### config.mk
export PLATFORM = sky130hd
export DESIGN_NAME = victim_cache
export DESIGN_NICKNAME = d
export VERILOG_FILES = /design/src/victim_pkg.sv /design/src/victim_ctrl_if.sv /design/src/victim_controller.sv /design/src/victim_datapath.sv /design/src/victim_cache.sv
export SDC_FILE = /design/constraint.sdc
export NUM_CORES = 1
export LEC_CHECK = 0
export ABC_AREA = 1
export BUFFER_PORTS_ARGS = -buffer_cell sky130_fd_sc_hd__buf_2
export CAP_MARGIN = 20
export CORE_ASPECT_RATIO = 0.8
export CORE_UTILIZATION = 51
export CTS_CLUSTER_DIAMETER = 100
export DETAILED_ROUTE_END_ITERATION = 7
export PLACE_DENSITY = 0.76
export SYNTH_ARGS = -nofsm -noshare
export SYNTH_HDL_FRONTEND = slang
export SYNTH_SLANG_ARGS = --single-unit
### constraint.sdc
create_clock -name clk -period 9.2 [get_ports clk]
set_input_delay 0.92 -clock clk [delete_from_list [all_inputs] [get_ports clk]]
set_output_delay 0.92 -clock clk [all_outputs]
set_load 0.02 [all_outputs]
### src/victim_pkg.sv
`default_nettype none

package victim_pkg;

	// Cache geometry
	localparam int NUM_LINES = 4;   // Fully associative victim slots
	localparam int ADDR_W = 16;     // Line address, no offset bits
	localparam int LINE_W = 64;     // One whole cache line
	localparam int SLOT_W = $clog2(NUM_LINES);

	// Slot index into the victim arrays
	typedef logic [SLOT_W-1:0] slot_t;

	// Line address and line payload
	typedef logic [ADDR_W-1:0] addr_t;
	typedef logic [LINE_W-1:0] line_t;

	// Controller states
	// IDLE accepts a request and picks one of the paths below
	typedef enum logic [2:0] {
		IDLE         = 3'd0,    // Waiting for an L1 request
		SWAP         = 3'd1,    // Read hit, exchange with evicted line
		WRITE_L2     = 3'd2,    // Dirty LRU line going out to L2
		READ_L2      = 3'd3,    // Missed line coming in from L2
		WRITE_VICTIM = 3'd4     // Evicted line into a free or clean slot
	} vc_state_e;

endpackage

`default_nettype wire

### src/victim_ctrl_if.sv
`timescale 1ns/10ps
`default_nettype none

interface victim_ctrl_if (
	input wire clk
);

	// Status from the datapath
	logic              hit;          // Read address found in a valid slot
	victim_pkg::slot_t hit_slot;
	logic              full;         // No invalid slot left
	logic              lru_dirty;    // Replacement candidate needs writeback

	// Strobes from the controller
	logic in_load;           // Capture L1 eviction
	logic out_load;          // Capture selected slot
	logic use_lru;           // Slot select, LRU instead of hit
	logic slot_load;         // Write input register into slot
	logic valid_in;
	logic lru_update;        // Selected slot becomes MRU
	logic l2_addr_from_req;  // L2 address is the read request
	logic out_from_l2;       // Output path takes L2 read data

	modport ctrl (
		input  clk,
		input  hit, hit_slot, full, lru_dirty,
		output in_load, out_load, use_lru, slot_load, valid_in,
		output lru_update, l2_addr_from_req, out_from_l2
	);

	modport dp (
		input  clk,
		output hit, hit_slot, full, lru_dirty,
		input  in_load, out_load, use_lru, slot_load, valid_in,
		input  lru_update, l2_addr_from_req, out_from_l2
	);

endinterface

`default_nettype wire

### src/victim_controller.sv
`timescale 1ns/10ps
`default_nettype none

module victim_controller (
	input  wire       clk,
	input  wire       arst_n,
	input  wire       l1_read,
	input  wire       l1_write,
	input  wire       l2_resp,
	output logic      mem_resp,
	output logic      l2_read,
	output logic      l2_write,
	victim_ctrl_if.ctrl vc
);

	victim_pkg::vc_state_e state;
	victim_pkg::vc_state_e next_state;
	logic                  addr_sel_q;   // L2 address select, held for the whole read

	// State register
	always_ff @(posedge clk or negedge arst_n) begin
		if (!arst_n) begin
			state <= victim_pkg::IDLE;
		end else begin
			state <= next_state;
		end
	end

	// Address select is registered from the next state so it is already
	// valid when l2_read rises and stays put through the response cycle
	always_ff @(posedge clk or negedge arst_n) begin
		if (!arst_n) begin
			addr_sel_q <= 1'b0;
		end else begin
			addr_sel_q <= (next_state == victim_pkg::READ_L2);
		end
	end

	assign vc.l2_addr_from_req = addr_sel_q;

	// Next state
	always_comb begin
		next_state = state;
		case (state)
			victim_pkg::IDLE: begin
				if (l1_read && vc.hit) begin
					next_state = victim_pkg::SWAP;
				end else if (l1_write) begin
					if (vc.full && vc.lru_dirty) begin
						next_state = victim_pkg::WRITE_L2;
					end else begin
						next_state = victim_pkg::WRITE_VICTIM;
					end
				end else if (l1_read) begin
					next_state = victim_pkg::READ_L2;   // Plain miss
				end
			end
			victim_pkg::SWAP: begin
				next_state = victim_pkg::IDLE;
			end
			victim_pkg::WRITE_VICTIM: begin
				next_state = l1_read ? victim_pkg::READ_L2 : victim_pkg::IDLE;
			end
			victim_pkg::WRITE_L2: begin
				if (l2_resp) begin
					next_state = l1_read ? victim_pkg::READ_L2 : victim_pkg::IDLE;
				end
			end
			victim_pkg::READ_L2: begin
				if (l2_resp) begin
					next_state = victim_pkg::IDLE;
				end
			end
			default: begin
				next_state = victim_pkg::IDLE;
			end
		endcase
	end

	// Outputs and datapath strobes
	always_comb begin
		mem_resp = 1'b0;
		l2_read = 1'b0;
		l2_write = 1'b0;
		vc.in_load = 1'b0;
		vc.out_load = 1'b0;
		vc.use_lru = 1'b0;
		vc.slot_load = 1'b0;
		vc.valid_in = 1'b0;
		vc.lru_update = 1'b0;
		vc.out_from_l2 = 1'b0;
		case (state)
			victim_pkg::IDLE: begin
				if (l1_read && vc.hit) begin
					vc.in_load = 1'b1;      // Evicted line, if any
					vc.out_load = 1'b1;     // Hit line toward L1
				end else if (l1_write) begin
					vc.in_load = 1'b1;
					vc.out_load = 1'b1;     // LRU line, for a possible writeback
					vc.use_lru = 1'b1;
				end
			end
			victim_pkg::SWAP: begin
				// Freed slot takes the eviction or becomes invalid
				vc.slot_load = 1'b1;
				vc.valid_in = l1_write;
				vc.lru_update = l1_write;
				mem_resp = 1'b1;
			end
			victim_pkg::WRITE_VICTIM: begin
				vc.use_lru = 1'b1;
				vc.slot_load = 1'b1;
				vc.valid_in = 1'b1;
				vc.lru_update = 1'b1;
				mem_resp = !l1_read;        // Read still to fetch from L2
			end
			victim_pkg::WRITE_L2: begin
				vc.use_lru = 1'b1;
				l2_write = 1'b1;
				if (l2_resp) begin
					vc.slot_load = 1'b1;    // Refill once the old line is safe
					vc.valid_in = 1'b1;
					vc.lru_update = 1'b1;
					mem_resp = !l1_read;
				end
			end
			victim_pkg::READ_L2: begin
				l2_read = 1'b1;
				vc.out_from_l2 = 1'b1;      // Forward L2 data straight to L1
				if (l2_resp) begin
					mem_resp = 1'b1;
				end
			end
			default: begin
			end
		endcase
	end

endmodule

`default_nettype wire

### src/victim_datapath.sv
`timescale 1ns/10ps
`default_nettype none

module victim_datapath (
	input  wire [victim_pkg::ADDR_W-1:0]  l1_addr,
	input  wire [victim_pkg::ADDR_W-1:0]  l1_evict_addr,
	input  wire [victim_pkg::LINE_W-1:0]  l1_evict_data,
	input  wire                           l1_evict_dirty,
	input  wire [victim_pkg::LINE_W-1:0]  l2_rdata,
	input  wire                           clk,
	input  wire                           arst_n,
	output logic [victim_pkg::LINE_W-1:0] l1_rdata,
	output logic [victim_pkg::ADDR_W-1:0] l2_addr,
	output logic [victim_pkg::LINE_W-1:0] l2_wdata,
	victim_ctrl_if.dp                     vc
);

	// Slot storage
	victim_pkg::addr_t                tags [victim_pkg::NUM_LINES];
	victim_pkg::line_t                lines [victim_pkg::NUM_LINES];
	logic [victim_pkg::NUM_LINES-1:0] valid;
	logic [victim_pkg::NUM_LINES-1:0] dirty;

	// Entry 0 is the oldest, the last entry the most recently used
	victim_pkg::slot_t order [victim_pkg::NUM_LINES];
	victim_pkg::slot_t order_next [victim_pkg::NUM_LINES];
	logic              order_shift;

	logic              hit_any;
	victim_pkg::slot_t hit_idx;
	victim_pkg::slot_t lru_slot;
	victim_pkg::slot_t sel_slot;

	// Input and output line registers
	victim_pkg::addr_t in_tag;
	victim_pkg::line_t in_data;
	logic              in_dirty;
	victim_pkg::addr_t out_tag;
	victim_pkg::line_t out_data;

	// Parallel tag compare
	always_comb begin
		hit_any = 1'b0;
		hit_idx = '0;
		for (int i = 0; i < victim_pkg::NUM_LINES; i++) begin
			if (valid[i] && tags[i] == l1_addr) begin
				hit_any = 1'b1;
				hit_idx = victim_pkg::slot_t'(i);
			end
		end
	end

	// Replacement choice, a free slot beats the oldest one
	always_comb begin
		lru_slot = order[0];
		for (int i = victim_pkg::NUM_LINES - 1; i >= 0; i--) begin
			if (!valid[i]) begin
				lru_slot = victim_pkg::slot_t'(i);
			end
		end
	end

	assign sel_slot = vc.use_lru ? lru_slot : hit_idx;

	assign vc.hit = hit_any;
	assign vc.hit_slot = hit_idx;
	assign vc.full = &valid;
	assign vc.lru_dirty = valid[lru_slot] & dirty[lru_slot];

	// Move the selected slot to the young end
	always_comb begin
		order_next = order;
		order_shift = 1'b0;
		for (int i = 0; i < victim_pkg::NUM_LINES - 1; i++) begin
			if (order[i] == sel_slot) begin
				order_shift = 1'b1;
			end
			if (order_shift) begin
				order_next[i] = order[i + 1];
			end
		end
		order_next[victim_pkg::NUM_LINES - 1] = sel_slot;
	end

	always_ff @(posedge clk or negedge arst_n) begin
		if (!arst_n) begin
			for (int i = 0; i < victim_pkg::NUM_LINES; i++) begin
				order[i] <= victim_pkg::slot_t'(i);
			end
		end else if (vc.lru_update) begin
			order <= order_next;
		end
	end

	always_ff @(posedge clk or negedge arst_n) begin
		if (!arst_n) begin
			valid <= '0;
			dirty <= '0;
		end else if (vc.slot_load) begin
			valid[sel_slot] <= vc.valid_in;
			dirty[sel_slot] <= in_dirty;
		end
	end

	always_ff @(posedge clk) begin
		if (vc.slot_load) begin
			tags[sel_slot] <= in_tag;
			lines[sel_slot] <= in_data;
		end
	end

	always_ff @(posedge clk) begin
		if (vc.in_load) begin
			in_tag <= l1_evict_addr;
			in_data <= l1_evict_data;
			in_dirty <= l1_evict_dirty;
		end
	end

	always_ff @(posedge clk) begin
		if (vc.out_load) begin
			out_tag <= tags[sel_slot];    // Writeback address
			out_data <= lines[sel_slot];
		end
	end

	assign l1_rdata = vc.out_from_l2 ? l2_rdata : out_data;   // Bypass on L2 response
	assign l2_wdata = out_data;
	assign l2_addr = vc.l2_addr_from_req ? l1_addr : out_tag;

endmodule

`default_nettype wire

### src/victim_cache.sv
`timescale 1ns/10ps
`default_nettype none

module victim_cache (
	input  wire                           clk,
	input  wire                           arst_n,

	// L1 side
	input  wire                           l1_read,
	input  wire                           l1_write,
	input  wire [victim_pkg::ADDR_W-1:0]  l1_addr,
	input  wire [victim_pkg::ADDR_W-1:0]  l1_evict_addr,
	input  wire [victim_pkg::LINE_W-1:0]  l1_evict_data,
	input  wire                           l1_evict_dirty,
	output logic                          mem_resp,
	output logic [victim_pkg::LINE_W-1:0] l1_rdata,

	// L2 side
	output logic                          l2_read,
	output logic                          l2_write,
	output logic [victim_pkg::ADDR_W-1:0] l2_addr,
	output logic [victim_pkg::LINE_W-1:0] l2_wdata,
	input  wire [victim_pkg::LINE_W-1:0]  l2_rdata,
	input  wire                           l2_resp
);

	victim_ctrl_if vc (
		.clk (clk)
	);

	victim_controller u_ctrl (
		.clk      (clk),
		.arst_n   (arst_n),
		.l1_read  (l1_read),
		.l1_write (l1_write),
		.l2_resp  (l2_resp),
		.mem_resp (mem_resp),
		.l2_read  (l2_read),
		.l2_write (l2_write),
		.vc       (vc.ctrl)
	);

	victim_datapath u_dp (
		.clk            (clk),
		.arst_n         (arst_n),
		.l1_addr        (l1_addr),
		.l1_evict_addr  (l1_evict_addr),
		.l1_evict_data  (l1_evict_data),
		.l1_evict_dirty (l1_evict_dirty),
		.l2_rdata       (l2_rdata),
		.l1_rdata       (l1_rdata),
		.l2_addr        (l2_addr),
		.l2_wdata       (l2_wdata),
		.vc             (vc.dp)
	);

endmodule

`default_nettype wire

After elaboration in Yosys (flattened, before gate mapping)
Memories as Yosys holds them, arrays and structs flattened. A register that Yosys moved wholly into a read port is not among the register bits.
Cells that the tools add are included.
{"block": "word_totals", "mem_count": 2, "ff_bits": 101, "out_inout_bits": 147, "ramBits": 320}
{"block": "classes", "reduce_logical": 15, "n_eq_ne": 12, "magnitude_cmp": 3, "n_bitwise": 1, "mux": 47}
{"memory": "u_dp.lines", "words": 4, "word_bits": 64, "read_ports": 1, "rd_ports_with_merged_regs": 1, "wr": 1, "line_no": "victim_datapath.sv:20", "rtl": "victim_pkg::line_t lines [victim_pkg::NUM_LINES];"}
{"memory": "u_dp.tags", "words": 4, "word_bits": 16, "read_ports": 5, "rd_ports_with_merged_regs": 1, "wr": 1, "line_no": "victim_datapath.sv:19", "rtl": "victim_pkg::addr_t tags [victim_pkg::NUM_LINES];"}
{"cell": "== test 16 bit", "n": 4}
{"cell": "two-way mux 64 bit", "n": 1}
{"cell": "two-way mux 1 bit", "n": 21}
{"cell": "two-way mux 3 bit", "n": 6}
{"cell": "two-way mux 16 bit", "n": 1}
{"cell": "two-way mux 2 bit", "n": 8}
{"cell": "case mux 3 bit (4 select lines)", "n": 1}
{"cell": "== test 3 x 2 -> 1 bit (second input constant)", "n": 3}
{"cell": "bitwise mux 4 bit", "n": 2}
{"cell": "logical AND 1 bit", "n": 7}
{"cell": "== test 2 bit", "n": 3}
{"cell": "less-than comparator 2 x 3 -> 1 bit (second input constant)", "n": 2}
{"cell": "AND reduction 2 bit", "n": 3}
{"cell": "binary-select mux 1 bit (select 2 bit)", "n": 2}
{"cell": "case mux 1 bit (2 select lines)", "n": 2}
{"cell": "case mux 1 bit (4 select lines)", "n": 1}
{"cell": "AND reduction 4 bit", "n": 1}
{"cell": "OR reduction 2 bit", "n": 2}
{"cell": "== test 3 x 1 -> 1 bit (second input constant)", "n": 1}
{"cell": "== test 3 bit (second input constant)", "n": 1}
{"cell": "logical NOT 3 bit", "n": 1}
{"cell": "case mux 1 bit (3 select lines)", "n": 1}
{"cell": "demux 1 bit (select 2 bit)", "n": 1}
{"cell": "greater-or-equal comparator 2 x 1 -> 1 bit (second input constant)", "n": 1}
{"cell": "other kinds (2)", "n": 2}

Logic depth before layout (Yosys ltp)
An unclocked memory read counts as a cell.
{"block": "depth", "depth_word": 16, "ltp_mapped": 21, "depth_no_buf": 20}

Hierarchy
From an unflattened synthesis, not the netlist that was laid out.
{"block": "unflattened", "cells_unflattened": 1411, "area_unflattened_um2": 19751.4}
{"module": "victim_datapath", "area_per_inst_um2": 19406.1, "cells_per_inst": 1355, "n_inst": 1}
{"module": "victim_controller", "area_per_inst_um2": 345.3, "cells_per_inst": 56, "n_inst": 1}

Worst setup path before layout
No wires, ideal clock.
{"block": "synth_path", "kind": "input port to flip-flop", "startpoint": "in l1_addr[14] (netlist bit)", "endpoint": "reg u_dp.in_data[0], enable pin", "arrival_time_ns": 9.478, "setup_ns": 0.736, "t_required_ns": 8.464, "cell_stages": 8, "n_path_buf": 1, "path_slack_ns": -1.014, "cell_sequence": "buf_2 xnor2_1 nand3_1 nor2_1 nand3_2 nand2_2 o21ai_4 a21oi_1"}
{"block": "synth_via", "elab_chain_cells": 9}
{"item": "start: declaration", "line_no": "victim_cache.sv:11", "rtl": "input wire [victim_pkg::ADDR_W-1:0] l1_addr,"}
{"item": "== test 16 bit", "line_no": "victim_datapath.sv:46", "rtl": "if (valid[i] && tags[i] == l1_addr) begin"}
{"item": "logical AND 1 bit", "line_no": "victim_datapath.sv:46"}
{"item": "two-way mux 1 bit (3 in a row)", "line_no": "victim_datapath.sv:46"}
{"item": "two-way mux 1 bit *", "line_no": "victim_datapath.sv:46"}
{"item": "logical AND 1 bit *", "line_no": "victim_controller.sv:94", "rtl": "if (l1_read && vc.hit) begin"}
{"item": "two-way mux 1 bit *", "line_no": "victim_controller.sv:94"}
{"item": "two-way mux 1 bit *", "line_no": "victim_controller.sv:92", "rtl": "case (state)"}
{"item": "net u_ctrl.vc.in_load", "line_no": "victim_ctrl_if.sv:27", "rtl": "output in_load, out_load, use_lru, slot_load, valid_in,"}
{"item": "end signal: assignment", "line_no": "victim_datapath.sv:115", "rtl": "in_data <= l1_evict_data;"}
{"item": "end: declaration", "line_no": "victim_datapath.sv:36", "rtl": "victim_pkg::line_t in_data;"}
Mark *: on every way through the listed nets, which the timed path passes. The rest lies on a longest branch.
A chain may end at the register's enable or synchronous reset.

Worst setup path after layout
{"block": "layout_path", "startpoint": "in l1_addr[2] (netlist bit)", "endpoint": "mem u_dp.lines[2][42] (netlist bit), enable pin"}
{"block": "layout_via", "elab_chain_cells": 10}
{"item": "== test 16 bit", "line_no": "victim_datapath.sv:46"}
{"item": "logical AND 1 bit", "line_no": "victim_datapath.sv:46"}
{"item": "two-way mux 1 bit (4 in a row)", "line_no": "victim_datapath.sv:46"}
{"item": "logical AND 1 bit", "line_no": "victim_controller.sv:94"}
{"item": "two-way mux 1 bit", "line_no": "victim_controller.sv:94"}
{"item": "case mux 1 bit (2 select lines)", "line_no": "victim_controller.sv:92"}
{"item": "two-way mux 2 bit *", "line_no": "victim_datapath.sv:63", "rtl": "assign sel_slot = vc.use_lru ? lru_slot : hit_idx;"}
{"item": "end: declaration", "line_no": "victim_datapath.sv:20"}
Mark *: on every way between the ends. The rest lies on a longest branch, timed or not.

==> Implementation_results.wiki <==
{| class="wikitable"
! Metric !! Value
|-
| Buffer count from post-CTS setup fixing || 0
|-
| Final routed wirelength across all metal layers || 47800 um
|-
| Setup slack on the worst flop-to-flop path || 4660 ps
|-
| Mapped cell area || 0.0200 mm2
|-
| Clock tree from TritonCTS || yes
|-
| HPWL Detailed || 30600 um
|-
| Top cells by count, synth || 671 x nand2_1, 481 x edfxtp_1, 87 x nor2_1
|-
| Normalized max-slew margin || 26.9%
|-
| Fmax achieved || 212 MHz
|-
| Total nets after synthesis || 1812
|-
| Detailed-route via count || 13400
|-
| Setup repair after global routing missed its margin || false
|-
| Most used flip-flop cell after synthesis || edfxtp_1
|-
| Max clock buf depth || 3
|-
| I/O pin cnt || 313
|-
| Top post-synthesis cells by area || edfxtp_1 72%, nand2_1 13%, nand4_1 2.4%
|-
| Initial standard-cell utilization of the core || 52.0%
|-
| Layout Skew || 27.7 ps
|-
| Final critical delay including setup and external delays || 4720 ps
|-
| Ordered list of cells on the worst path || buf_2 > inv_2 > nor2_1 > nor2_1 > nand3b_1 > nor2_1 > nand3_2 > nand2_2 > o21ai_4 > nand2_4 > nand2_2 > nand2_1 > nand2_1 > nand2_1 > nor2_4 > buf_4
|-
| EDFF count, synth || 481
|-
| Worst path slowest cell || nor2_4
|-
| Stage delay of the slowest cell on the critical path || 960 ps
|-
| Share of layout cells above drive strength 1 || 22.3%
|-
| CTS H-tree lvls || 2
|-
| Floorplan core area || 0.0384 mm2
|-
| GR Overflow Total || 0
|-
| Insertion delay to the later sink of the worst-skew pair || 570 ps
|-
| Most instantiated library cell after synthesis || nand2_1
|-
| Pleak || 9.38 nW
|-
| Cell accounting for the most synthesized area || edfxtp_1
|-
| Final RePlAce weighted congestion || 0.970
|-
| Setup TNS || 0 ps
|-
| Part of the Yosys area used for sequential elements || 74.8%
|-
| Worst R2R Start || u_dp.tags[2][3]$_DFFE_PP_
|-
| First-pass GRT wire length || 71600 um
|-
| Number of design-rule violations left by the first detailed-router iteration || 1250
|-
| Share of the synthesized area in the top cell type || 72.3%
|-
| Yosys Warn Count || 0
|-
| Data required, critical path || 9380 ps
|-
| Via count of the first global-routing pass || 12600
|-
| Crit path kind || input port to flip-flop
|-
| Vias/cell || 5.34
|-
| Number of endpoints failing setup at the final stage || 0
|-
| Horiz. Die Dim || 223 um
|-
| Clk root buf || clkbuf_16
|-
| Power density relative to cell area || 387 mW/mm2
|-
| Max-cap viol count || 0
|-
| Final nets || 2138
|-
| Number of cells on the worst reg-to-reg path || 16
|-
| Instance count of the mapped netlist || 1646
|-
| Input/output buffers || 312
|-
| Final worst hold slack || 291 ps
|-
| Share of the clock period used by the worst path || 51.4%
|-
| Number of distinct standard cells referenced by the synthesized netlist || 41
|-
| Final setup slack of the worst path || 4480 ps
|-
| Overall routing resource usage || 23.9%
|-
| Synth Area per Inst || 12.1 um2
|-
| Fraction of registers with async set/reset || 3.99%
|-
| Crit path max fanout || 55
|-
| Sink Count || 501
|-
| Area added between synthesis and finish || 18.5%
|-
| Y dimension of the die || 179 um
|-
| Worst path arrival time || 4900 ps
|-
| Count of non-filler cells in the finished layout || 2507
|-
| Number of DRC violations after detailed routing || 0
|-
| Worst Hold Class || input port to async pin
|-
| Non-Filler Cell Area, Final || 0.0237 mm2
|-
| Synthesis-stage register bit count || 501
|-
| Clock buffer count from CTS || 48
|-
| Pre-Repair DR Iteration Count || 8
|-
| Result of the run || finished, final reports clean
|-
| Peak ir drop on the vdd network || 0.244 mV
|-
| Number of core rows || 64
|-
| Die footprint || 0.0400 mm2
|-
| Post-CTS Resized || 0
|-
| Initial antenna violation count || 2
|-
| Post-placement setup slack || 3950 ps
|-
| Clock-pin slew reported for the worst setup and hold paths after clock tree synthesis || 60 ps
|-
| Routed Antenna Nets || 0
|-
| Number of cells in the design after placement || 2417
|-
| Instance area at placement || 0.0220 mm2
|-
| Final Max Tran Viols || 0
|-
| Final Hold Viols || 0
|-
| Kind of capture point of the worst setup path || flip-flop
|-
| Startpoint type of the worst setup path || input port
|-
| Largest net degree at the start of global routing || 76
|-
| Average routed wire per standard cell || 19.1 um
|-
| Capture point of the worst reg-to-reg path || u_dp.lines[2][42]$_DFFE_PP_
|-
| Cts hold-fix bufs || 0
|-
| Worst-Margin Slew || 1090 ps
|}
==> state kept, by name, indices dropped and copies added, names as in the netlist <==
name                        cells
u_ctrl.state                    3
u_ctrl.vc.l2_addr_from_req      1
u_dp.dirty                      4
u_dp.in_data                   64
u_dp.in_dirty                   1
u_dp.in_tag                    16
u_dp.l2_wdata                  64
u_dp.lines                    256
u_dp.order                      8
u_dp.out_tag                   16
u_dp.tags                      64
u_dp.valid                      4
==> worst max-delay path: cells and delay by family <==
kind | cells | cell delay (ps)
buf+inv | 3 | 1110
simple gates | 12 | 2530
compound gates | 1 | 220
==> layout by cell type (no fill, tap or decap), drive strengths merged <==
cell,n
dfstp,4
edfxtp,481
clkinvlp,3
o21a,3
nand3,35
o2111a,1
bufinv,6
a211oi,1
buf,328
nor4,1
nor3b,2
dfrtp,16
inv,100
clkinv,17
or2,3
nand3b,5
clkbuf,62
a22oi,1
a21oi,29
o21ai,23
nor2,91
o2111ai,12
and3,1
nand2,680
diode,2
o22ai,5
o211ai,2
nand4,78
xor2,4
nor2b,1
xnor2,10
nor3,5
==> cells by family (layout without fill, tap and decap cells) <==
kind of cell    count (synthesis)  after routing  synth area share, %
compound gates                 77             77                 2.36
simple gates                  902            902                 18.8
other cells                     0              2                    0
buf+inv                       152            516                 3.43
flops                         501            501                 74.8
xor+xnor                       14             14                0.614
==> report_power, final <==
group	internal [mW]	leakage [nW]	switching, mW
Clock	1.20	0.806	0.826
Sequential	3.61	4.66	0.341
Combinational	0.850	3.92	2.34
Total	5.66	9.38	3.50
==> stage by stage <==
stage               total power [mW]  util (%)
CTS                             9.24      61.6
global placement                7.11      57.2
finish                          9.17      61.6
global route                    9.67      61.6
floorplan                       6.08         -
detailed placement              7.20      57.2
==> layer usage <==
metal,routed length [um],up-vias,part of all wire [%],global-route usage (%)
li1,-,6323,-,-
met1,21300,6467,44,34.3
met2,22400,514,47,38.2
met3,3250,80,6.8,3.72
met4,926,0,1.9,6.96
met5,0,-,0,0
==> worst max-delay path by stage <==
stage                                              to   startpoint  slack (ps)  depth (start not counted)
final                     u_dp.lines[2][42]$_DFFE_PP_   l1_addr[2]        4480                         16
after global routing        u_dp.dirty[2]$_DFFE_PN0P_   l1_addr[2]        4210                         18
after CTS                   u_dp.dirty[2]$_DFFE_PN0P_   l1_addr[2]        4500                         18
after detailed placement  u_dp.lines[2][40]$_DFFE_PP_   l1_addr[2]        3950                         16
after global placement    u_dp.lines[2][36]$_DFFE_PP_   l1_addr[2]        4060                         16
after floorplan             u_dp.in_data[0]$_DFFE_PP_  l1_addr[14]        2350                          8
==> final cells by class <==
cell class / instances / area (um2)
fillers: 2922 / 14800
diodes: 2 / 5.00
flip-flops and latches: 501 / 14900
repair buffers: 328 / 1680
clock buffers: 62 / 1340
inverters: 100 / 378
clock inverters: 26 / 322
well taps: 495 / 619
multi-input cells: 993 / 4380
Power figures use the tool's default switching activity.
